--- config.mk ---
export PLATFORM = sky130hd
export DESIGN_NAME = config_loader_flat
export DESIGN_NICKNAME = d
export VERILOG_FILES = /design/src/rtl/lrelu_pkg.sv /design/src/rtl/cfg_wr_if.sv /design/src/rtl/config_loader.sv /design/src/flat_wrapper.sv
export SDC_FILE = /design/constraint.sdc
export NUM_CORES = 1
export LEC_CHECK = 0
export BUFFER_PORTS_ARGS = -buffer_cell sky130_fd_sc_hd__clkbuf_2
export CAP_MARGIN = 20
export CORE_ASPECT_RATIO = 1.4
export CORE_MARGIN = 2
export CORE_UTILIZATION = 39
export CTS_CLUSTER_DIAMETER = 150
export DETAILED_ROUTE_END_ITERATION = 8
export GPL_TIMING_DRIVEN = 0
export PLACE_DENSITY = 0.83
export SLEW_MARGIN = 20
export SYNTH_ARGS = -nofsm -noshare
export SYNTH_HDL_FRONTEND = slang
export SYNTH_SLANG_ARGS = --single-unit
export TNS_END_PERCENT = 50
--- constraint.sdc ---
create_clock -name clk -period 1.4 [get_ports clk]
set_clock_uncertainty 0.05 [all_clocks]
set_input_delay 0.21 -clock clk [delete_from_list [all_inputs] [get_ports clk]]
set_output_delay 0.21 -clock clk [all_outputs]
set_load 0.005 [all_outputs]
--- src/rtl/lrelu_pkg.sv ---
`default_nettype none

package lrelu_pkg;

  localparam int UNITS          = 8;
  localparam int GROUPS         = 2;
  localparam int COEF_DEPTH     = 4;

  localparam int WORD_WIDTH_IN  = 16;
  localparam int WORD_WIDTH_OUT = 8;
  localparam int COEF_WIDTH     = 16;  // q8.8
  localparam int ACC_WIDTH      = 32;

  localparam int USER_WIDTH     = 2;
  localparam int I_USER_LRELU   = 0;
  localparam int I_USER_TAG     = 1;

  localparam int FRAC_BITS      = 8;
  localparam int LEAK_SLOPE     = 26;  // ~0.1 in q0.8
  localparam int LEAK_FRAC_BITS = 8;
  localparam int OUT_SHIFT      = 4;
  localparam int B_RESET        = 256; // 1.0

  typedef logic signed [WORD_WIDTH_IN-1:0]  in_lane_t;
  typedef logic signed [ACC_WIDTH-1:0]      acc_lane_t;
  typedef logic signed [WORD_WIDTH_OUT-1:0] out_lane_t;
  typedef logic signed [COEF_WIDTH-1:0]     coef_t;

  // group major, lane 0 of group 0 in the low bits
  typedef in_lane_t  [GROUPS-1:0][UNITS-1:0] in_vec_t;
  typedef acc_lane_t [GROUPS-1:0][UNITS-1:0] acc_vec_t;
  typedef out_lane_t [GROUPS-1:0][UNITS-1:0] out_vec_t;

  typedef coef_t [GROUPS-1:0] coef_vec_t;

  // order of the config walk
  typedef enum logic [1:0] {
    TGT_D = 2'd0,
    TGT_A = 2'd1,
    TGT_B = 2'd2
  } cfg_target_e;

endpackage

`default_nettype wire

--- src/rtl/cfg_wr_if.sv ---
`timescale 1ns/10ps
`default_nettype none

interface cfg_wr_if
  import lrelu_pkg::*;
#(
  parameter int COEF_DEPTH = lrelu_pkg::COEF_DEPTH
);

  localparam int ADDR_WIDTH = (COEF_DEPTH > 1) ? $clog2(COEF_DEPTH) : 1;

  logic                  wr;
  cfg_target_e           target;
  logic [ADDR_WIDTH-1:0] addr;
  coef_vec_t             data;

  modport src (output wr, target, addr, data);
  modport dst (input  wr, target, addr, data);

endinterface

`default_nettype wire

--- src/rtl/config_loader.sv ---
`timescale 1ns/10ps
`default_nettype none

module config_loader
  import lrelu_pkg::*;
#(
  parameter int COEF_DEPTH = lrelu_pkg::COEF_DEPTH
)(
  input  logic      clk,
  input  logic      reset,
  input  logic      config_valid,
  input  logic      config_restart,
  input  coef_vec_t config_data,
  cfg_wr_if.src     cfg_wr
);

  localparam int ADDR_WIDTH = (COEF_DEPTH > 1) ? $clog2(COEF_DEPTH) : 1;
  localparam logic [ADDR_WIDTH-1:0] LAST_ADDR = ADDR_WIDTH'(COEF_DEPTH - 1);

  cfg_target_e           state, state_next, cur_target;
  logic [ADDR_WIDTH-1:0] addr, addr_next, cur_addr;

  // a restart coinciding with a strobe turns that beat into the D write
  assign cur_target = config_restart ? TGT_D : state;
  assign cur_addr   = config_restart ? '0 : addr;

  always_comb begin
    state_next = cur_target;
    addr_next  = '0;
    case (cur_target)
      TGT_D: state_next = TGT_A;
      TGT_A: begin
        if (cur_addr == LAST_ADDR)
          state_next = TGT_B;
        else
          addr_next = cur_addr + 1'b1;
      end
      TGT_B: begin
        if (cur_addr == LAST_ADDR)
          state_next = TGT_D;  // wrap to the next load
        else
          addr_next = cur_addr + 1'b1;
      end
      default: state_next = TGT_D;
    endcase
  end

  always_ff @(posedge clk) begin
    if (reset) begin
      state     <= TGT_D;
      addr      <= '0;
      cfg_wr.wr <= 1'b0;
    end else begin
      cfg_wr.wr <= config_valid;
      if (config_valid) begin
        state <= state_next;
        addr  <= addr_next;
      end else if (config_restart) begin
        state <= TGT_D;
        addr  <= '0;
      end
    end
  end

  // write payload, one cycle behind the strobe
  always_ff @(posedge clk) begin
    if (config_valid) begin
      cfg_wr.target <= cur_target;
      cfg_wr.addr   <= cur_addr;
      cfg_wr.data   <= config_data;
    end
  end

endmodule

`default_nettype wire

--- src/flat_wrapper.sv ---
// flat-port wrapper written by rule: the top's interface ports become plain ports
module config_loader_flat import lrelu_pkg::*;
#(
  parameter int COEF_DEPTH = lrelu_pkg::COEF_DEPTH
)
  (clk, reset, config_valid, config_restart, config_data, cfg_wr_wr, cfg_wr_target, cfg_wr_addr, cfg_wr_data);
  cfg_wr_if #(.COEF_DEPTH(COEF_DEPTH)) cfg_wr_i ();
  input  logic clk;
  input  logic reset;
  input  logic config_valid;
  input  logic config_restart;
  input  coef_vec_t config_data;
  output wire logic [$bits(cfg_wr_i.wr)-1:0] cfg_wr_wr;
  output wire logic [$bits(cfg_wr_i.target)-1:0] cfg_wr_target;
  output wire logic [$bits(cfg_wr_i.addr)-1:0] cfg_wr_addr;
  output wire logic [$bits(cfg_wr_i.data)-1:0] cfg_wr_data;
  assign cfg_wr_wr = cfg_wr_i.wr;
  assign cfg_wr_target = cfg_wr_i.target;
  assign cfg_wr_addr = cfg_wr_i.addr;
  assign cfg_wr_data = cfg_wr_i.data;
  config_loader #(.COEF_DEPTH(COEF_DEPTH)) u_core (.clk(clk), .reset(reset), .config_valid(config_valid), .config_restart(config_restart), .config_data(config_data), .cfg_wr(cfg_wr_i));
endmodule
[Yosys cells after proc, flatten, opt, wreduce, memory -nomap -nowiden]
Cells that the tools add are included.
Operators by class
  mux-type cells: 9
  $lt $le $gt $ge: 0
  equality and inequality tests: 3
  reductions and logical operators: 2
  add/subtract/negate cells: 1
  div/mod/pow operators: 0
  $mul: 0
  bitwise gates (word level): 0
  shifts and indexed selects: 0
Operators by type and width (number)
  2-to-1 mux 2 bit: 8
  one-hot mux 2 bit (3 select lines): 1
  equality test 2 bit (second input constant): 2
  adder 2 x 1 -> 2 bit (second input constant): 1
  equality test 2 x 1 -> 1 bit (second input constant): 1
  logical NOT 2 bit: 1
  OR reduction 2 bit: 1
Word-level totals
  flip-flop bits (word level): 41
  bits in writable memories: 0
  memory bits (read-only): 0
  output and inout bits: 37
  latch bits: 0
  input bits: 36
  memories: 0

[Longest topological paths before layout]
Gate-level depths: netlist of run 1.
  depth after elaboration: 5
  depth in mapped cells: 6
  gate-level depth less buffers: 6

[Worst setup path after synthesis of run 1]
No wires, ideal clock.
  path type: register to register
  start: reg u_core.state[0]
  end: reg u_core.state[0]
  buffers on the path: 0
  arrival: 1.219 ns
  slack: 0.052 ns
  required time: 1.271 ns
  stages on the path, launching flop included: 6
  setup time: 0.079 ns
  cells stage by stage: dfxtp_1 nand2b_1 inv_1 ha_1 o311a_1 a211oi_2
On the way
  word-level cells in the longest chain between the ends: 4
  elaborated cells on any way between the ends: 8
  those cells by class: eq/ne: 2; mux: 5; reduce/logical: 1
Ends and longest elaborated chain
  from (decl): RTL line config_loader.sv:20  | cfg_target_e state, state_next, cur_target;
  from (signal assigned): RTL line config_loader.sv:56  | state <= state_next;
  2-to-1 mux 2 bit *
  via u_core.cur_target[0]: RTL line config_loader.sv:20
  equality test 2 bit, or another cell as far along: RTL line config_loader.sv:30  | case (cur_target)
  one-hot mux 2 bit (3 select lines): RTL line config_loader.sv:30
  2-to-1 mux 2 bit *: RTL line config_loader.sv:55  | if (config_valid) begin
The timed path passes the listed nets; every way through them passes the cells marked *.
A chain may end at the register's enable or synchronous reset.

[Worst setup path after layout of run 1]
  start: reg u_core.state[1]
  end: reg u_core.state[0]
On the way
  word-level cells in the longest chain between the ends: 4
  elaborated cells on any way between the ends: 6
  those cells by class: eq/ne: 2; mux: 3; reduce/logical: 1
Ends and longest elaborated chain (RTL line)
  2-to-1 mux 2 bit *
  equality test 2 bit, or another cell as far along: config_loader.sv:30
  one-hot mux 2 bit (3 select lines) *: config_loader.sv:30
  2-to-1 mux 2 bit *: config_loader.sv:55
Mark *: on every way between the ends. The rest lies on a longest branch, timed or not.

==> results.txt, run 1 <==
----------------------------------------------------
[Outcome]
  Status ... completed

[Global route]
  Via count of the first global-routing pass ... 853
  First-pass GRT wire length ... 3.73 mm
  Antenna violations before repair ... 0
  All-Layer GR Usage ... 13.4%
  Maximum number of pins on one net before global-route repair ... 38
  Grt ovf ... 0

[Route]
  Via density per instance ... 4.55
  Per-cell routed wire length ... 13.6 microns
  First DRT Iteration DRCs ... 8
  Sum of routed wire length over all layers ... 2.58 mm
  Count of vias placed by the detailed router ... 864
  Residual antenna-violating net count after detailed routing ... 0
  DRC violation count after routing ... 0
  Number of detailed-routing iterations run before antenna repair ... 3

[Worst setup path]
  Critical R2R Launch ... u_core.state[1]$_SDFF_PP0_
  Crit path kind ... reg -> reg
  Stage delay of the slowest cell on the critical path ... 0.30 ns
  Endpoint kind of the worst setup timing path ... register
  Critical path's slowest cell ... dfxtp_1
  Critical path, cell by cell ... nand2b_1, buf_4, ha_1, nor2_1, o311a_1, a211oi_2
  Worst-case register-to-register setup slack ... 0.04 ns
  Worst EP arrival ... 1.52 ns
  Number of cells on the worst reg-to-reg path ... 6
  Maximum fanout along the worst path ... 4
  Setup crit start kind ... register
  Worst Path Required ... 1.55 ns
  Critical register-to-register path endpoint ... u_core.state[0]$_SDFF_PP0_

[Clock tree]
  CTS tree ... built
  Clock-pin slew of the registers on the worst-case setup and hold paths ... 0.07 ns
  Cts hold-fix bufs ... 0
  Number of sinks handled by clock tree synthesis ... 41
  Total clock buffers created by CTS ... 5
  Buffer levels on the longest clock path ... 2
  Maximum level of the CTS H-tree ... 2
  Root buffer selected by CTS ... clkbuf_8
  Clock network latency to the later pin of the worst-skew pair ... 0.28 ns

[Cells and area]
  Commonest cells after routing, fill and taps aside ... clkbuf_2 (71), edfxtp_1 (36), clkbuf_8 (5), dfxtp_1 (5)
  Growth of design area from synthesis to finish ... 37.5%
  Number of diodes added for antenna fixing ... 0
  Count of filler cells inserted in the layout ... 290
  Share of cells above drive strength 1 ... 57.3%
  Most common library cell in the layout ignoring fill and taps ... clkbuf_2
  Summed area of non-filler cells in the final layout ... 1930 sq um
  Final #Nets ... 191

[Timing]
  Portion of the clock cycle consumed by the worst path in the final layout ... 97.4%
  Clock period minus final worst setup slack ... 1.36 ns
  Final setup violation count ... 0
  RSZ-0062 raised after global routing ... true
  Max-slew headroom at the worst pin ... 48.0%
  Slew at the pin closest to its max-slew limit ... 0.779 ns
  Number of hold-slack violations in the final timing report ... 0
  Timing-limited maximum frequency ... 733 MHz
  Number of max-slew violations in the final report ... 0

[Place]
  Area after DPL ... 1810 sq um
  Half-perimeter wire length of the detailed placement result ... 2.04 mm
  Buffers on Ports ... 72
  RD Place Congestion ... 0.651

[Floorplanning]
  Core Footprint ... 3410 sq um
  Floorplan die area ... 4100 sq um
  Die height ... 74.9 microns
  Count of boundary I/O pins ... 73
  Number of rows created at floorplan ... 25
  Starting Density ... 41.1%
  Die span in x ... 54.7 microns

[Logic synthesis]
  Flops & latches, synth ... 41
  Portion of the post-synthesis area used by sequential elements ... 84.3%
  Syn Area/Cell ... 20.3 sq um
  Post-synthesis cell area ... 1400 sq um
  Number of warnings issued by yosys ... 0
  Synthesized Nets ... 110
  Cell count after synthesis ... 69
  Synth cell types ... 20

[Pwr]
  Pwr per Cell Area ... 1190 nW/um^2
  VDD IR max ... 0.788 mV
  Sum of internal, switching and leakage power ... 0.00230 W
  LEAKAGE ... 0.864 nW

[Min path]
  WHS Path Cells ... 1
  Worst Hold Path EP ... u_core.cfg_wr.data[26]$_DFFE_PP_
  Class of the tightest hold or removal check ... in -> reg
  Min-delay src ... config_data[26]

[Run]
  Reported max-cap violation count ... 0

----------------------------------------------------
per-layer routing:
metal / global-route usage [%] / share of wire (%) / vias up / wire length (microns)
met1: 11.5 / 30 / 399 / 767
li1: - / - / 418 / -
met2: 23.9 / 57 / 43 / 1470
met5: 0 / 0 / - / 0
met3: 7.14 / 12 / 4 / 320
met4: 6.67 / 0.78 / 0 / 20
worst max-delay path by stage:
stage | startpoint | cells after the start | to
finish | u_core.state[1]$_SDFF_PP0_ | 6 | u_core.state[0]$_SDFF_PP0_
CTS | config_valid | 5 | u_core.state[0]$_SDFF_PP0_
detailed placement | config_valid | 5 | u_core.state[0]$_SDFF_PP0_
global route | u_core.state[0]$_SDFF_PP0_ | 6 | u_core.state[0]$_SDFF_PP0_
global placement | config_valid | 5 | u_core.state[0]$_SDFF_PP0_
floorplan | u_core.state[0]$_SDFF_PP0_ | 5 | u_core.state[0]$_SDFF_PP0_
area by class of cell:
class	count	area [sq um]	share of cell area, %
sequential	41	1180	61.3
timing repair buffer	74	375	19.5
multi-input combinational	25	225	11.7
clock buffer	6	72.6	3.77
tap	40	50.0	2.60
buffer	1	11.3	0.584
inverter	2	7.51	0.390
clock inverter	1	3.75	0.195
cells by family (layout without fill, tap and decap cells):
group                      after synthesis  in the layout  share of synthesized area (%)
DFF                                     41             41                           84.3
and+or+nand+nor                         14             14                           5.89
adders and majority gates                5              5                           4.46
AOI/OAI and AO/OA                        5              5                           2.95
buffers and inverters                    3             84                           1.34
muxes                                    1              1                           1.07
synth_stat cells:
master | count | area share, %
edfxtp_1 | 36 | 77
dfxtp_1 | 5 | 7.1
ha_1 | 5 | 4.5
nor2_1 | 3 | 0.80
inv_1 | 2 | 0.54
nand2b_1 | 2 | 0.89
nor2b_1 | 2 | 0.89
nor3_1 | 2 | 0.71
a211oi_2 | 1 | 0.89
a21o_1 | 1 | 0.54
a31oi_1 | 1 | 0.45
buf_6 | 1 | 0.80
mux2_4 | 1 | 1.1
nand2_1 | 1 | 0.27
nand3_1 | 1 | 0.36
nand3b_2 | 1 | 0.80
nor2b_2 | 1 | 0.63
nor3b_1 | 1 | 0.54
o21ai_1 | 1 | 0.36
o311a_1 | 1 | 0.71
critical path, delay by kind of cell (launching register included):
family	cells	cell delay, ns
AO/OA/AOI/OAI	2	0.47
adder cells (fa/ha/maj)	1	0.17
buffers and inverters	1	0.14
flip-flops	1	0.30
AND/OR/NAND/NOR	2	0.15
power breakdown:
part / internal [W] / switching, W / leakage, nW
Sequential: 0.00142 / 0.0000211 / 0.395
Clock: 0.000335 / 0.000329 / 0.0387
Combinational: 0.000100 / 0.0000905 / 0.430
Total: 0.00186 / 0.000441 / 0.864
per-stage QoR:
stage	util [%]	hold WS (ns)	setup slack [ns]	instances	setup TNS, ns
after floorplan	-	0.225	0.0520	69	0
after global placement	53.1	0.338	-0.215	181	-0.539
after detailed placement	53.1	0.339	-0.287	181	-0.776
after CTS	55.8	0.0458	0.00706	190	0
after global routing	56.5	0.0439	-0.0370	190	-0.0370
final	56.5	0.0543	0.0359	190	0
timing repair:
action,in CTS,in global routing
endpoints found under the setup margin,1,2
resized for setup,0,4
setup buffers,2,0
cloned,0,0
sequential cells by signal, indices dropped and copies added, names as in the netlist:
name / cells
u_core.addr: 2
u_core.cfg_wr.addr: 2
u_core.cfg_wr.data: 32
u_core.cfg_wr.target: 2
u_core.cfg_wr.wr: 1
u_core.state: 2
Note: power is estimated with default switching activity, not from simulation.
==> run 2, diff against run 1 <==
==> constraint.sdc (replaced) <==
create_clock -name clk -period 1.4 [get_ports clk]
set_clock_uncertainty 0.05 [all_clocks]
set_input_delay 0.07 -clock clk [delete_from_list [all_inputs] [get_ports clk]]
set_output_delay 0.07 -clock clk [all_outputs]
set_load 0.005 [all_outputs]
==> run 2 against run 1 <==
Worst setup slack better by 0.043 ns. Hold slack better by 0.083 ns. Sequential share of layout area is 9.4 points lower. Critical path depth stayed put. Register-to-register slack better by 0.04 ns. Sequential cell count stayed put. Core utilization is 10 points higher. Non-clock buffer count is 35 higher. Via count is 17% higher. Critical endpoint unchanged.
==> results.txt, run 2 (synthesis results as in run 1) <==
----------------------------------------------------
[Place]
  RD Place Congestion ... 0.651 (unchanged)
  Buffers on Ports ... 72 (unchanged)
  Half-perimeter wire length of the detailed placement result ... 2.04 mm (unchanged)
  Area after DPL ... 1810 sq um (unchanged)

[Cells and area]
  Total area of sequential cells ... 1180 sq um (unchanged)
  Most common library cell in the layout ignoring fill and taps ... clkbuf_2
  Number of diodes added for antenna fixing ... 0 (unchanged)
  Total area of multi-input combinational cells ... 225 sq um (unchanged)
  Max reg flops ... 32 (unchanged)
  Commonest cells after routing, fill and taps aside ... clkbuf_2 (72), edfxtp_1 (36), dlygate4sd3_1 (33)
  Summed area of non-filler cells in the final layout ... 2280 sq um (+18%)
  Register name with the most flops ... u_core.cfg_wr.data
  Share of cells above drive strength 1 ... 48.1% (-9.2 points)
  Final #Nets ... 226 (+18%)
  Growth of design area from synthesis to finish ... 62.4%
  Count of filler cells inserted in the layout ... 254 (-12%)

[Timing]
  Max-slew headroom at the worst pin ... 41.8% (-6.2 points)
  Number of hold-slack violations in the final timing report ... 0 (unchanged)
  Slew at the pin closest to its max-slew limit ... 0.873 ns (+0.0935 ns)
  Number of max-slew violations in the final report ... 0 (unchanged)
  Final setup violation count ... 0 (unchanged)
  Clock period minus final worst setup slack ... 1.32 ns (-0.0429 ns)
  Portion of the clock cycle consumed by the worst path in the final layout ... 94.4% (-3.1 points)
  RSZ-0062 raised after global routing ... false
  Timing-limited maximum frequency ... 757 MHz (+3.2%)

[Min path]
  Class of the tightest hold or removal check ... in -> reg

[Pwr]
  Sum of internal, switching and leakage power ... 0.00238 W (+3.6%)
  Net switching component of the power ... 0.000459 W (+4.1%)
  VDD IR max ... 0.797 mV (+1.2%)
  Power share of the combinational group ... 11.5% (+3.2 points)
  Pwr per Cell Area ... 1050 nW/um^2 (-12%)
  Switching Share ... 19.3% (+0.098 points)
  Internal power contribution ... 0.00192 W (+3.5%)
  LEAKAGE ... 1.01 nW (+17%)
  Register share of total power ... 60.7% (-2.1 points)
  Clk network pwr share ... 27.8% (-1.1 points)

[Run]
  Reported max-cap violation count ... 0 (unchanged)

[Clock tree]
  Clock-pin slew of the registers on the worst-case setup and hold paths ... 0.07 ns (about the same)
  Clock network latency to the later pin of the worst-skew pair ... 0.27 ns (about the same)
  Number of sinks handled by clock tree synthesis ... 41 (unchanged)
  Buffer levels on the longest clock path ... 2 (unchanged)
  Root buffer selected by CTS ... clkbuf_8
  Total clock buffers created by CTS ... 5 (unchanged)
  CTS tree ... built
  Maximum level of the CTS H-tree ... 2 (unchanged)

[Floorplanning]
  Die span in x ... 54.7 microns (unchanged)
  Starting Density ... 41.1% (unchanged)
  Number of rows created at floorplan ... 25 (unchanged)
  Core Footprint ... 3410 sq um (unchanged)
  Count of boundary I/O pins ... 73 (unchanged)
  Die height ... 74.9 microns (unchanged)
  Floorplan die area ... 4100 sq um (unchanged)

[Route]
  Residual antenna-violating net count after detailed routing ... 0 (unchanged)
  Number of detailed-routing iterations run before antenna repair ... 3 (unchanged)
  DRC violation count after routing ... 0 (unchanged)
  Per-cell routed wire length ... 13.9 microns (+2.3%)
  Via density per instance ... 4.51 (-0.90%)
  Count of vias placed by the detailed router ... 1,014 (+17%)
  First DRT Iteration DRCs ... 20 (+12)
  Sum of routed wire length over all layers ... 3.12 mm (+21%)

[Worst setup path]
  Worst-case register-to-register setup slack ... 0.08 ns (+0.04 ns)
  Worst Path Required ... 1.55 ns (about the same)
  Maximum fanout along the worst path ... 4 (unchanged)
  Endpoint kind of the worst setup timing path ... register
  Worst EP arrival ... 1.47 ns (-0.05 ns)
  Crit path kind ... reg -> reg
  Setup crit start kind ... register

[Global route]
  Maximum number of pins on one net before global-route repair ... 38 (unchanged)
  Grt ovf ... 0 (unchanged)
  Via count of the first global-routing pass ... 1,020 (+20%)
  Antenna violations before repair ... 0 (unchanged)
  First-pass GRT wire length ... 4.58 mm (+23%)
  All-Layer GR Usage ... 16.4% (+3.0 points)

[Outcome]
  Status ... completed

----------------------------------------------------
[run 2: per-stage QoR]
stage,worst slack [ns],std cells,hold slack [ns],setup TNS [ns],util (%)
after detailed placement,-0.147,181,0.199,-0.256,53.1
after global placement,-0.0752,181,0.198,-0.121,53.1
final,0.0788,225,0.137,0,66.8
after global routing,0.0159,225,0.131,0,66.8
after CTS,0.0201,223,0.119,0,65.5
after floorplan,0.0520,69,0.0846,0,-
[run 2: worst paths after layout]
path	cells after the start	startpoint	endpoint
max	6	u_core.state[1]$_SDFF_PP0_	u_core.state[0]$_SDFF_PP0_
min reg2reg	2	u_core.state[1]$_SDFF_PP0_	u_core.cfg_wr.target[1]$_DFFE_PP_
min	2	config_restart	u_core.cfg_wr.addr[0]$_DFFE_PP_
max reg2reg	6	u_core.state[1]$_SDFF_PP0_	u_core.state[0]$_SDFF_PP0_
[run 2: repair_timing]
| item | in CTS | in global routing |
|---|---|---|
| hold endpoints to repair | 34 | 0 |
| pin swaps | 0 | 1 |
| setup buffers | 2 | 2 |
| setup endpoints to repair | 1 | 2 |
| gates cloned | 0 | 0 |
| resized for setup | 0 | 5 |
| hold buffers | 33 | 0 |
[run 2: layer usage]
layer / GRT usage (%) / vias to the layer above / wire, microns
met5: 0 / - / 0
met4: 6.67 / 0 / 12
met3: 4.56 / 2 / 205
met2: 31.6 / 41 / 1850
met1: 15.3 / 484 / 1060
li1: - / 487 / -
[run 2: layout make-up]
class                   instances  share of cell area, %
flip-flops and latches         41                   51.9
repair buffers                109                   31.8
multi-input cells              25                   9.90
clock buffers                   6                   3.19
well taps                      40                   2.20
plain buffers                   1                  0.495
inverters                       2                  0.330
clock inverters                 1                  0.165
[run 2: power groups by stage]
stage / Clock (W) / Combinational [W] / Sequential [W]
2_1_floorplan: 0 / 0.0000228 / 0.00148
3_3_place_gp: 0 / 0.000180 / 0.00147
3_5_place_dp: 0 / 0.000188 / 0.00147
4_1_cts: 0.000686 / 0.000264 / 0.00144
5_1_grt: 0.000737 / 0.000303 / 0.00145
6_report: 0.000663 / 0.000273 / 0.00145
[run 2: worst max-delay path, cell delays in order (launching register included)]
cell	delay (ns)
dfxtp_1	0.30
nand2b_1	0.08
buf_4	0.15
ha_1	0.18
nor2_1	0.07
o311a_1	0.30
a211oi_2	0.13
